--- src/source/team_01_consts.svh ---
// Constants for the team 01 user area
// Slave base address, register byte offsets, count width, GPIO count
`ifndef TEAM_01_CONSTS_SVH
`define TEAM_01_CONSTS_SVH

// Slave window on the management Wishbone bus
`define TEAM01_BASE 32'h3000_0000

// Register byte offsets inside the 32-byte window
`define TEAM01_REG_CTRL 5'h00 // start, fill, irq enable
`define TEAM01_REG_SRC  5'h04 // Source byte address
`define TEAM01_REG_DST  5'h08 // Destination byte address
`define TEAM01_REG_LEN  5'h0C // Words to move
`define TEAM01_REG_PAT  5'h10 // Fill pattern
`define TEAM01_REG_STAT 5'h14 // busy, sticky done
`define TEAM01_REG_CNT  5'h18 // Words written so far

// Word count width
`define TEAM01_LEN_W 16

// Caravel user GPIO pins
`define TEAM01_GPIO_W 38

`endif

--- src/source/wb_pkg.sv ---
// Wishbone bus types
// Address, data and select vectors plus request and response bundles

package wb_pkg;

    typedef logic [31:0] wb_adr_t; // Byte address
    typedef logic [31:0] wb_dat_t; // One bus word
    typedef logic [3:0]  wb_sel_t; // Byte lane enables

    // Master to slave
    typedef struct packed {
        wb_adr_t adr;
        wb_dat_t dat;  // Write data
        wb_sel_t sel;
        logic    we;   // 1 = write
        logic    stb;
        logic    cyc;
    } wb_req_t;

    // Slave to master
    typedef struct packed {
        wb_dat_t dat;  // Read data, valid with ack
        logic    ack;
    } wb_rsp_t;

endpackage

--- src/source/xfer_pkg.sv ---
// Transfer engine types
// Configuration bundle, word count and engine FSM states
`include "team_01_consts.svh"

package xfer_pkg;

    // Number of words in one block transfer
    typedef logic [`TEAM01_LEN_W-1:0] word_count_t;

    // Everything the engine latches on start
    typedef struct packed {
        wb_pkg::wb_adr_t src;   // First source word
        wb_pkg::wb_adr_t dst;   // First destination word
        word_count_t     len;
        wb_pkg::wb_dat_t pat;   // Only used in fill mode
        logic            fill;  // 1 = fill, 0 = copy
    } xfer_cfg_t;

    // Engine FSM
    typedef enum logic [1:0] {
        IDLE,   // Waiting for start
        READ,   // Source read on the bus
        WRITE,  // Destination write on the bus
        DONE    // One-cycle completion
    } xfer_state_e;

endpackage

--- src/source/team_01.sv ---
// Block transfer engine
// Copies words from src to dst, or fills dst with a pattern,
// through the Wishbone master port, one word at a time
`timescale 1ns/1ns

module team_01 (
    input  logic                  clk_i,
    input  logic                  rst_i,
    input  logic                  start_i,   // One-cycle pulse from the bus wrapper
    input  xfer_pkg::xfer_cfg_t   cfg_i,     // Sampled with start_i
    output logic                  busy_o,
    output logic                  done_o,    // Pulse after the last write ack
    output xfer_pkg::word_count_t cnt_o,     // Words written
    output wb_pkg::wb_req_t       mst_req_o,
    input  wb_pkg::wb_rsp_t       mst_rsp_i
);

    localparam wb_pkg::wb_adr_t adr_step = 32'd4; // One word per beat

    xfer_pkg::xfer_state_e state_q;
    xfer_pkg::xfer_state_e state_d;
    xfer_pkg::xfer_cfg_t   cfg_q;      // Working copy, addresses advance
    wb_pkg::wb_dat_t       data_q;     // Read word waiting for its write
    xfer_pkg::word_count_t cnt_q;
    logic                  ack;
    logic                  accept;     // Start taken this cycle
    logic                  last_word;  // Current write is the final one

    assign ack = mst_rsp_i.ack;

    // Start is honoured from IDLE and from the DONE cycle
    assign accept = start_i && (state_q == xfer_pkg::IDLE || state_q == xfer_pkg::DONE);

    assign last_word = (cnt_q + xfer_pkg::word_count_t'(1)) == cfg_q.len;

    // Next state
    always_comb begin
        state_d = state_q;
        case (state_q)
            xfer_pkg::IDLE, xfer_pkg::DONE: begin
                if (accept) begin
                    if (cfg_i.len == '0) begin
                        state_d = xfer_pkg::DONE;   // Nothing to move
                    end else if (cfg_i.fill) begin
                        state_d = xfer_pkg::WRITE;  // Fill skips the source
                    end else begin
                        state_d = xfer_pkg::READ;
                    end
                end else begin
                    state_d = xfer_pkg::IDLE;
                end
            end
            xfer_pkg::READ: begin
                if (ack) begin
                    state_d = xfer_pkg::WRITE;
                end
            end
            xfer_pkg::WRITE: begin
                if (ack) begin
                    if (last_word) begin
                        state_d = xfer_pkg::DONE;
                    end else if (cfg_q.fill) begin
                        state_d = xfer_pkg::WRITE;
                    end else begin
                        state_d = xfer_pkg::READ;
                    end
                end
            end
            default: state_d = xfer_pkg::IDLE;
        endcase
    end

    // FSM and word counter
    always_ff @(posedge clk_i) begin
        if (rst_i) begin
            state_q <= xfer_pkg::IDLE;
            cnt_q   <= '0;
        end else begin
            state_q <= state_d;
            if (accept) begin
                cnt_q <= '0;                                   // New run
            end else if (state_q == xfer_pkg::WRITE && ack) begin
                cnt_q <= cnt_q + xfer_pkg::word_count_t'(1);
            end
        end
    end

    // Configuration copy and read data
    always_ff @(posedge clk_i) begin
        if (accept) begin
            cfg_q <= cfg_i;
        end else if (ack) begin
            case (state_q)
                xfer_pkg::READ: begin
                    data_q    <= mst_rsp_i.dat;          // Keep for the write
                    cfg_q.src <= cfg_q.src + adr_step;
                end
                xfer_pkg::WRITE: cfg_q.dst <= cfg_q.dst + adr_step;
                default: ;
            endcase
        end
    end

    // Master request, held by the state until ack
    always_comb begin
        mst_req_o     = '0;
        mst_req_o.sel = '1;  // Whole words only
        case (state_q)
            xfer_pkg::READ: begin
                mst_req_o.adr = cfg_q.src;
                mst_req_o.stb = 1'b1;
                mst_req_o.cyc = 1'b1;
            end
            xfer_pkg::WRITE: begin
                mst_req_o.adr = cfg_q.dst;
                mst_req_o.dat = cfg_q.fill ? cfg_q.pat : data_q;
                mst_req_o.we  = 1'b1;
                mst_req_o.stb = 1'b1;
                mst_req_o.cyc = 1'b1;
            end
            default: ;
        endcase
    end

    assign busy_o = (state_q == xfer_pkg::READ) || (state_q == xfer_pkg::WRITE);
    assign done_o = (state_q == xfer_pkg::DONE);
    assign cnt_o  = cnt_q;

endmodule

--- src/source/team_01_wb.sv ---
// Wishbone slave wrapper around the transfer engine
// Register file with byte enables, start pulse, sticky done,
// status pins and interrupt
`timescale 1ns/1ns
`include "team_01_consts.svh"

module team_01_wb (
    input  logic                        clk_i,
    input  logic                        rst_i,
    input  wb_pkg::wb_req_t             wbs_req_i,
    output wb_pkg::wb_rsp_t             wbs_rsp_o,
    output logic [127:0]                la_data_o,
    output logic [`TEAM01_GPIO_W-5:0]   gpio_o,      // GPIO 37:5 and 0
    output logic [`TEAM01_GPIO_W-5:0]   gpio_oeb_o,  // Active low
    output logic                        irq_o,
    output wb_pkg::wb_req_t             mst_req_o,
    input  wb_pkg::wb_rsp_t             mst_rsp_i
);

    localparam wb_pkg::wb_adr_t base_adr = `TEAM01_BASE;
    localparam int unsigned     win_bits = 5;  // 32-byte register window

    logic [win_bits-1:0]   ofs;
    logic                  hit;       // Addressed cycle
    logic                  acc;       // Access taken this cycle
    logic                  wr;
    logic                  ack_q;
    wb_pkg::wb_dat_t       rdata;     // Current value of the addressed register
    wb_pkg::wb_dat_t       wdata;     // Same value with the write bytes merged in
    wb_pkg::wb_dat_t       rdata_q;
    wb_pkg::wb_adr_t       src_q;
    wb_pkg::wb_adr_t       dst_q;
    xfer_pkg::word_count_t len_q;
    wb_pkg::wb_dat_t       pat_q;
    logic                  fill_q;
    logic                  irq_en_q;
    logic                  done_q;    // Sticky
    logic                  start_q;   // One-cycle start to the core
    logic                  busy;
    logic                  done;
    xfer_pkg::word_count_t cnt;
    xfer_pkg::xfer_cfg_t   cfg;

    // Lane-wise merge of a write into an old word
    function automatic wb_pkg::wb_dat_t merge_bytes(input wb_pkg::wb_dat_t old_val,
                                                    input wb_pkg::wb_dat_t new_val,
                                                    input wb_pkg::wb_sel_t sel);
        wb_pkg::wb_dat_t res;
        res = old_val;
        for (int i = 0; i < 4; i++) begin
            if (sel[i]) begin
                res[8*i +: 8] = new_val[8*i +: 8];
            end
        end
        return res;
    endfunction

    assign ofs = wbs_req_i.adr[win_bits-1:0];
    assign hit = wbs_req_i.cyc && wbs_req_i.stb &&
                 (wbs_req_i.adr[31:win_bits] == base_adr[31:win_bits]);
    assign acc = hit && !ack_q;  // One ack per strobe
    assign wr  = acc && wbs_req_i.we;

    // Read mux with zero for unmapped offsets
    always_comb begin
        rdata = '0;
        case (ofs)
            `TEAM01_REG_CTRL: rdata[2:1] = {irq_en_q, fill_q};  // Start reads 0
            `TEAM01_REG_SRC:  rdata = src_q;
            `TEAM01_REG_DST:  rdata = dst_q;
            `TEAM01_REG_LEN:  rdata = wb_pkg::wb_dat_t'(len_q);
            `TEAM01_REG_PAT:  rdata = pat_q;
            `TEAM01_REG_STAT: rdata[1:0] = {done_q, busy};
            `TEAM01_REG_CNT:  rdata = wb_pkg::wb_dat_t'(cnt);
            default:          rdata = '0;
        endcase
    end

    assign wdata = merge_bytes(rdata, wbs_req_i.dat, wbs_req_i.sel);

    // Control registers and bus handshake
    always_ff @(posedge clk_i) begin
        if (rst_i) begin
            ack_q    <= 1'b0;
            src_q    <= '0;
            dst_q    <= '0;
            len_q    <= '0;
            pat_q    <= '0;
            fill_q   <= 1'b0;
            irq_en_q <= 1'b0;
            done_q   <= 1'b0;
            start_q  <= 1'b0;
        end else begin
            ack_q   <= acc;
            start_q <= 1'b0;
            if (wr) begin
                case (ofs)
                    `TEAM01_REG_CTRL: begin
                        fill_q   <= wdata[1];
                        irq_en_q <= wdata[2];
                        start_q  <= wdata[0] && !busy;  // Dropped while busy
                    end
                    `TEAM01_REG_SRC: src_q <= wdata;
                    `TEAM01_REG_DST: dst_q <= wdata;
                    `TEAM01_REG_LEN: len_q <= xfer_pkg::word_count_t'(wdata);
                    `TEAM01_REG_PAT: pat_q <= wdata;
                    default: ;  // STAT and CNT are read only
                endcase
            end
            if (start_q) begin
                done_q <= 1'b0;  // New run clears it
            end else if (done) begin
                done_q <= 1'b1;
            end
        end
    end

    // Read data valid in the ack cycle
    always_ff @(posedge clk_i) begin
        if (acc) begin
            rdata_q <= rdata;
        end
    end

    assign wbs_rsp_o = '{dat: rdata_q, ack: ack_q};

    assign cfg = '{src: src_q, dst: dst_q, len: len_q, pat: pat_q, fill: fill_q};

    team_01 core (
        .clk_i     (clk_i),
        .rst_i     (rst_i),
        .start_i   (start_q),
        .cfg_i     (cfg),
        .busy_o    (busy),
        .done_o    (done),
        .cnt_o     (cnt),
        .mst_req_o (mst_req_o),
        .mst_rsp_i (mst_rsp_i)
    );

    // Pin 0 drives busy and the rest stay inputs
    assign gpio_o     = {{(`TEAM01_GPIO_W-5){1'b0}}, busy};
    assign gpio_oeb_o = {{(`TEAM01_GPIO_W-5){1'b1}}, 1'b0};
    assign la_data_o  = {{(128-`TEAM01_LEN_W){1'b0}}, cnt};  // Progress on LA 15:0
    assign irq_o      = done_q && irq_en_q;

endmodule

--- src/source/team_01_wrapper.sv ---
// Chip-facing top of the team 01 user area
// Pin bundling, GPIO 4:1 and IRQ tie-offs, bus wrapper instance
`timescale 1ns/1ns
`include "team_01_consts.svh"

module team_01_wrapper (
    input  logic                      wb_clk_i,
    input  logic                      rst_i,
    input  logic                      wbs_stb_i,   // Management slave port
    input  logic                      wbs_cyc_i,
    input  logic                      wbs_we_i,
    input  wb_pkg::wb_sel_t           wbs_sel_i,
    input  wb_pkg::wb_dat_t           wbs_dat_i,
    input  wb_pkg::wb_adr_t           wbs_adr_i,
    output logic                      wbs_ack_o,
    output wb_pkg::wb_dat_t           wbs_dat_o,
    input  logic [127:0]              la_data_i,
    output logic [127:0]              la_data_o,
    input  logic [127:0]              la_oenb_i,
    input  logic [`TEAM01_GPIO_W-1:0] gpio_i,
    output logic [`TEAM01_GPIO_W-1:0] gpio_o,
    output logic [`TEAM01_GPIO_W-1:0] gpio_oeb_o,  // Active low
    output logic [2:0]                irq_o,
    input  wb_pkg::wb_dat_t           mst_dat_i,   // Engine master port
    input  logic                      mst_ack_i,
    output wb_pkg::wb_adr_t           mst_adr_o,
    output wb_pkg::wb_dat_t           mst_dat_o,
    output wb_pkg::wb_sel_t           mst_sel_o,
    output logic                      mst_we_o,
    output logic                      mst_stb_o,
    output logic                      mst_cyc_o
);

    wb_pkg::wb_req_t                 wbs_req;
    wb_pkg::wb_rsp_t                 wbs_rsp;
    wb_pkg::wb_req_t                 mst_req;
    wb_pkg::wb_rsp_t                 mst_rsp;
    logic [`TEAM01_GPIO_W-5:0]       gpio_out;  // Pins 37:5 and 0
    logic [`TEAM01_GPIO_W-5:0]       gpio_oeb;
    logic                            irq;

    assign wbs_req = '{adr: wbs_adr_i, dat: wbs_dat_i, sel: wbs_sel_i,
                       we: wbs_we_i, stb: wbs_stb_i, cyc: wbs_cyc_i};
    assign wbs_ack_o = wbs_rsp.ack;
    assign wbs_dat_o = wbs_rsp.dat;

    assign mst_rsp   = '{dat: mst_dat_i, ack: mst_ack_i};
    assign mst_adr_o = mst_req.adr;
    assign mst_dat_o = mst_req.dat;
    assign mst_sel_o = mst_req.sel;
    assign mst_we_o  = mst_req.we;
    assign mst_stb_o = mst_req.stb;
    assign mst_cyc_o = mst_req.cyc;

    // GPIO 4:1 reserved, kept as inputs
    assign gpio_o     = {gpio_out[`TEAM01_GPIO_W-5:1], 4'b0000, gpio_out[0]};
    assign gpio_oeb_o = {gpio_oeb[`TEAM01_GPIO_W-5:1], 4'b1111, gpio_oeb[0]};
    assign irq_o      = {2'b00, irq};  // Only line 0 in use

    team_01_wb team_01_wb (
        .clk_i      (wb_clk_i),
        .rst_i      (rst_i),
        .wbs_req_i  (wbs_req),
        .wbs_rsp_o  (wbs_rsp),
        .la_data_o  (la_data_o),
        .gpio_o     (gpio_out),
        .gpio_oeb_o (gpio_oeb),
        .irq_o      (irq),
        .mst_req_o  (mst_req),
        .mst_rsp_i  (mst_rsp)
    );

endmodule

--- config.mk ---
export PLATFORM = sky130hd
export DESIGN_NAME = team_01_wrapper
export DESIGN_NICKNAME = d
export VERILOG_FILES = /design/src/source/wb_pkg.sv /design/src/source/xfer_pkg.sv /design/src/source/team_01.sv /design/src/source/team_01_wb.sv /design/src/source/team_01_wrapper.sv
export VERILOG_INCLUDE_DIRS = /design/src /design/src/source
export SDC_FILE = /design/constraint.sdc
export NUM_CORES = 1
export LEC_CHECK = 0
export CORE_AREA = 3 3 277 279
export DETAILED_ROUTE_END_ITERATION = 8
export DIE_AREA = 0 0 280 282
export DONT_BUFFER_PORTS = 1
export PLACE_DENSITY = 0.37
export SETUP_SLACK_MARGIN = 0.15
export SYNTH_ARGS = -nofsm -noshare
export SYNTH_HDL_FRONTEND = slang
export SYNTH_HIERARCHICAL = 1
export SYNTH_SLANG_ARGS = --single-unit
--- constraint.sdc ---
create_clock -name wb_clk_i -period 5.19 [get_ports wb_clk_i]
set_clock_uncertainty 0.1 [all_clocks]
set_input_delay 0.7785 -clock wb_clk_i [delete_from_list [all_inputs] [get_ports wb_clk_i]]
set_output_delay 0.7785 -clock wb_clk_i [all_outputs]
set_load 0.02 [all_outputs]
==> reports/metrics.yaml <==
run_status:
  outcome: "completed"
power:
  p_per_area_nw_per_um2: 293
  ir_worst_vdd_uv: 196
  seqPwrFrac_pct: 47.3
  p_int_uw: 4170
  comb_power_share_pct: 4.2
  clockPowerShare_pct: 48.5
  p_sw_share_pct: 23.9
  p_switching_uw: 1310
  p_leak_uw: 0.00688
synth:
  synthTopCellsByArea: "edfxtp_1, dfxtp_1, mux2i_1"
  ys_ff_latch: 312
  yosys.area.top_type: "edfxtp_1"
  ys.flop_type: "edfxtp_1"
  yosysTopAreaCellShare_pct: 30.7
  ys.warnings.count: 6
  synth_cell_types: 70
  netlist_area_um2: 17300
  seq_area_frac_synth_pct: 46.3
  synth_edf_count: 177
  postSynth.asyncResetShare_pct: 0
  avgSynthCellArea_um2: 10.3
  synthCells: 1684
global_route:
  grt_overflow: 0
  grt_pass1_wl_mm: 83.0
  grt_usage_pct: 14.2
  antenna_found_initial: 13
  grt_max_degree: 86
  grt_pass1_vias: 11400
cts:
  cts_hold_buf: 0
  clock_sinks: 312
  cts_tree: "done"
  post_cts_resized: 0
  clockBufferDepth: 3
  post_cts_buffers: 0
  cts_inserted_buffers: 37
  clk_pin_slew_ns: 0.06
  clk_latency_ns: 0.57
  cts_root_buffer: "clkbuf_16"
  cts-htree-levels: 2
hold_path:
  hold_class: "in2reg"
  worstHoldEndpoint: "team_01_wb/ack_q"
  hold_path_startpoint: "rst_i"
  min_path_cells: 1
worst_setup_path:
  cp_max_fo: 31
  cp-end-kind: "output pin"
  reg2reg_depth: 5
  crit_type: "reg2out"
  critPathArrivalTime_ns: 3.05
  reg2reg_to: "team_01_wb/core/data_q[7]"
  critPathTopFamily: "buffers and inverters"
  required_ns: 4.31
  worst-path-stages: 7
  r2r_setup_slack_ns: 1.72
  slowest_delay_ns: 0.64
  cp_slowest_cell: "o21ai_0"
  startpoint_type: "flip-flop"
  worstPathCellList: "inv_1 > ha_1 > nor2b_2 > buf_4 > inv_1 > o21ai_0 > buf_4"
  r2r-start: "team_01_wb/core/state_q[0]"
  path_buf_inv: 4
drt:
  wl_per_cell_um: 22.4
  viasPerCell: 4.55
  drtIter0Drc: 900
  final_antenna_net_count: 0
  routed-via-count: 12000
  drc: 0
  routed_wl_mm: 59.1
  first_pass_iters: 5
die:
  dieArea_um2: 79000
  io_pins: 711
  start_util_pct: 23.2
  die_x_um: 280
  dieHeight_um: 282
  rows: 100
  core_area_um2: 74400
timing:
  setup_viol: 0
  rsz0062_at_grt: "no"
  hold_viol_final: 0
  tns_ns: 0
  slew_violations: 0
  post-route-min-period_ns: 3.93
  max-slew-margin-rel_pct: 26.8
  clock.fmax_mhz: 254
  fin_crit_sh_pct: 75.8
  max_slew.worst_pin.slew_ns: 1.08
finish:
  final_net_count: 2046
  drive_gt1_share_pct: 9.53
  seqCellArea_um2: 8020
  n_fill_cell: 7895
  fin_area_um2: 18700
  multi_input_area_um2: 7920
  area_delta_synth_final_pct: 8.11
placed_design:
  gp_congestion: 0.801
  dp_hpwl_mm: 43.8
  placed_area_um2: 17500
  port_buffers: 0
run:
  maxCapViolations: 0
[worst register-to-register path: stages, from the launching register on]
cell	delay (ns)
dfxtp_1	0.36
inv_1	0.08
ha_1	0.42
nand2_1	0.62
inv_4	0.52
nor2_4	0.97
[synthesized netlist by cell type (3+ instances only)]
cell type and count:
nand2_1 207, buf_4 204, edfxtp_1 177, mux2i_1 164
dfxtp_1 135, o21ai_0 76, clkbuf_1 66, nor2_1 46
xnor2_1 44, xor2_1 42, and3_1 41, nor2b_1 40
nand3_1 37, o311ai_0 36, nand3b_1 32, a22o_1 31
a21oi_1 29, nand2b_1 29, nand4_1 28, or2_2 24
inv_1 17, nor3_1 16, nor4_1 16, buf_2 13
buf_6 11, o22ai_2 8, or3_1 8, o22ai_1 7
a31o_2 6, and2_1 6, ha_1 6, o221ai_2 6
a21o_1 5, and4_1 5, conb_1 5, o31ai_1 5
buf_1 4, nor3b_1 4, clkbuf_8 3
[sequential cells by signal, summed over array words and instances, names as in the netlist]
| name | cells |
|---|---|
| team_01_wb/fill_q | 1 |
| team_01_wb/pat_q | 32 |
| team_01_wb/rdata_q | 32 |
| team_01_wb/ack_q | 1 |
| team_01_wb/src_q | 32 |
| team_01_wb/core/state_q | 2 |
| team_01_wb/len_q | 16 |
| team_01_wb/core/data_q | 32 |
| team_01_wb/done_q | 1 |
| team_01_wb/core/cfg_q | 113 |
| team_01_wb/core/cnt_o | 16 |
| team_01_wb/dst_q | 32 |
| team_01_wb/start_q | 1 |
| team_01_wb/irq_en_q | 1 |
[power groups by stage]
stage / clock [uW] / combinational [uW] / sequential (uW)
6_report: 2660 / 231 / 2590
5_1_grt: 2840 / 248 / 2590
4_1_cts: 2760 / 227 / 2590
3_5_place_dp: 0 / 226 / 2640
3_3_place_gp: 0 / 226 / 2640
2_1_floorplan: 0 / 323 / 2640
[cell usage in the layout (no fill, tap or decap), drive strengths merged, types with 32 or more instances in the layout]
cell type	instances
dfxtp	135
nand3b	32
and3	41
o21ai	77
nor2b	40
nand3	39
mux2i	164
nor2	47
xor2	42
xnor2	44
edfxtp	177
o311ai	38
nand2	207
conb	193
clkbuf	49
[per-stage QoR]
| step | total power, uW | utilization [%] | std cells | setup WS [ns] | hold slack [ns] |
|---|---|---|---|---|---|
| 6_report | 5480 | 25.1 | 2642 | 1.26 | 0.186 |
| 3_3_place_gp | 2870 | 23.5 | 2570 | 1.64 | 0.341 |
| 3_5_place_dp | 2870 | 23.5 | 2570 | 1.59 | 0.351 |
| 2_1_floorplan | 2960 | - | 1872 | 0.899 | 0.322 |
| 4_1_cts | 5570 | 25.1 | 2638 | 1.22 | 0.149 |
| 5_1_grt | 5670 | 25.1 | 2639 | 1.11 | 0.154 |
[cell type report]
type / count / share of cell area (%)
antenna: 4 / 0.0535
clock buffer: 49 / 5.64
inverter: 19 / 0.408
clock inverter: 19 / 0.923
multi-input combinational: 1240 / 42.4
timing repair buffer: 30 / 1.27
sequential: 312 / 42.9
tap: 969 / 6.48
[layer usage]
layer	vias to the layer above	track usage, %	wire (um)
met5	-	0	46
met3	65	6.37	6850
met1	5873	19.7	27500
li1	5552	-	-
met2	514	20.0	23600
met4	8	3.35	1110
[logic make-up after synthesis]
group	Yosys count	share of synthesized area, %
xor gates and xnor gates	86	4.35
and+or+nand+nor	559	17.3
adders and majority gates	6	0.434
other	5	0.108
AOI/OAI and AO/OA	231	9.80
buffers and inverters	320	12.1
DFF	312	46.3
muxes	165	9.55
[worst max-delay path by stage]
stage,from,to
floorplan,team_01_wb/core/state_q[0],team_01_wb/core/data_q[0]
global placement,wbs_adr_i[30],team_01_wb/src_q[24]
detailed placement,wbs_adr_i[30],team_01_wb/src_q[28]
CTS,team_01_wb/core/state_q[0],mst_adr_o[30]
global route,team_01_wb/core/state_q[0],mst_adr_o[30]
finish,team_01_wb/core/state_q[0],mst_adr_o[30]
(Power assumes the default switching activity.)
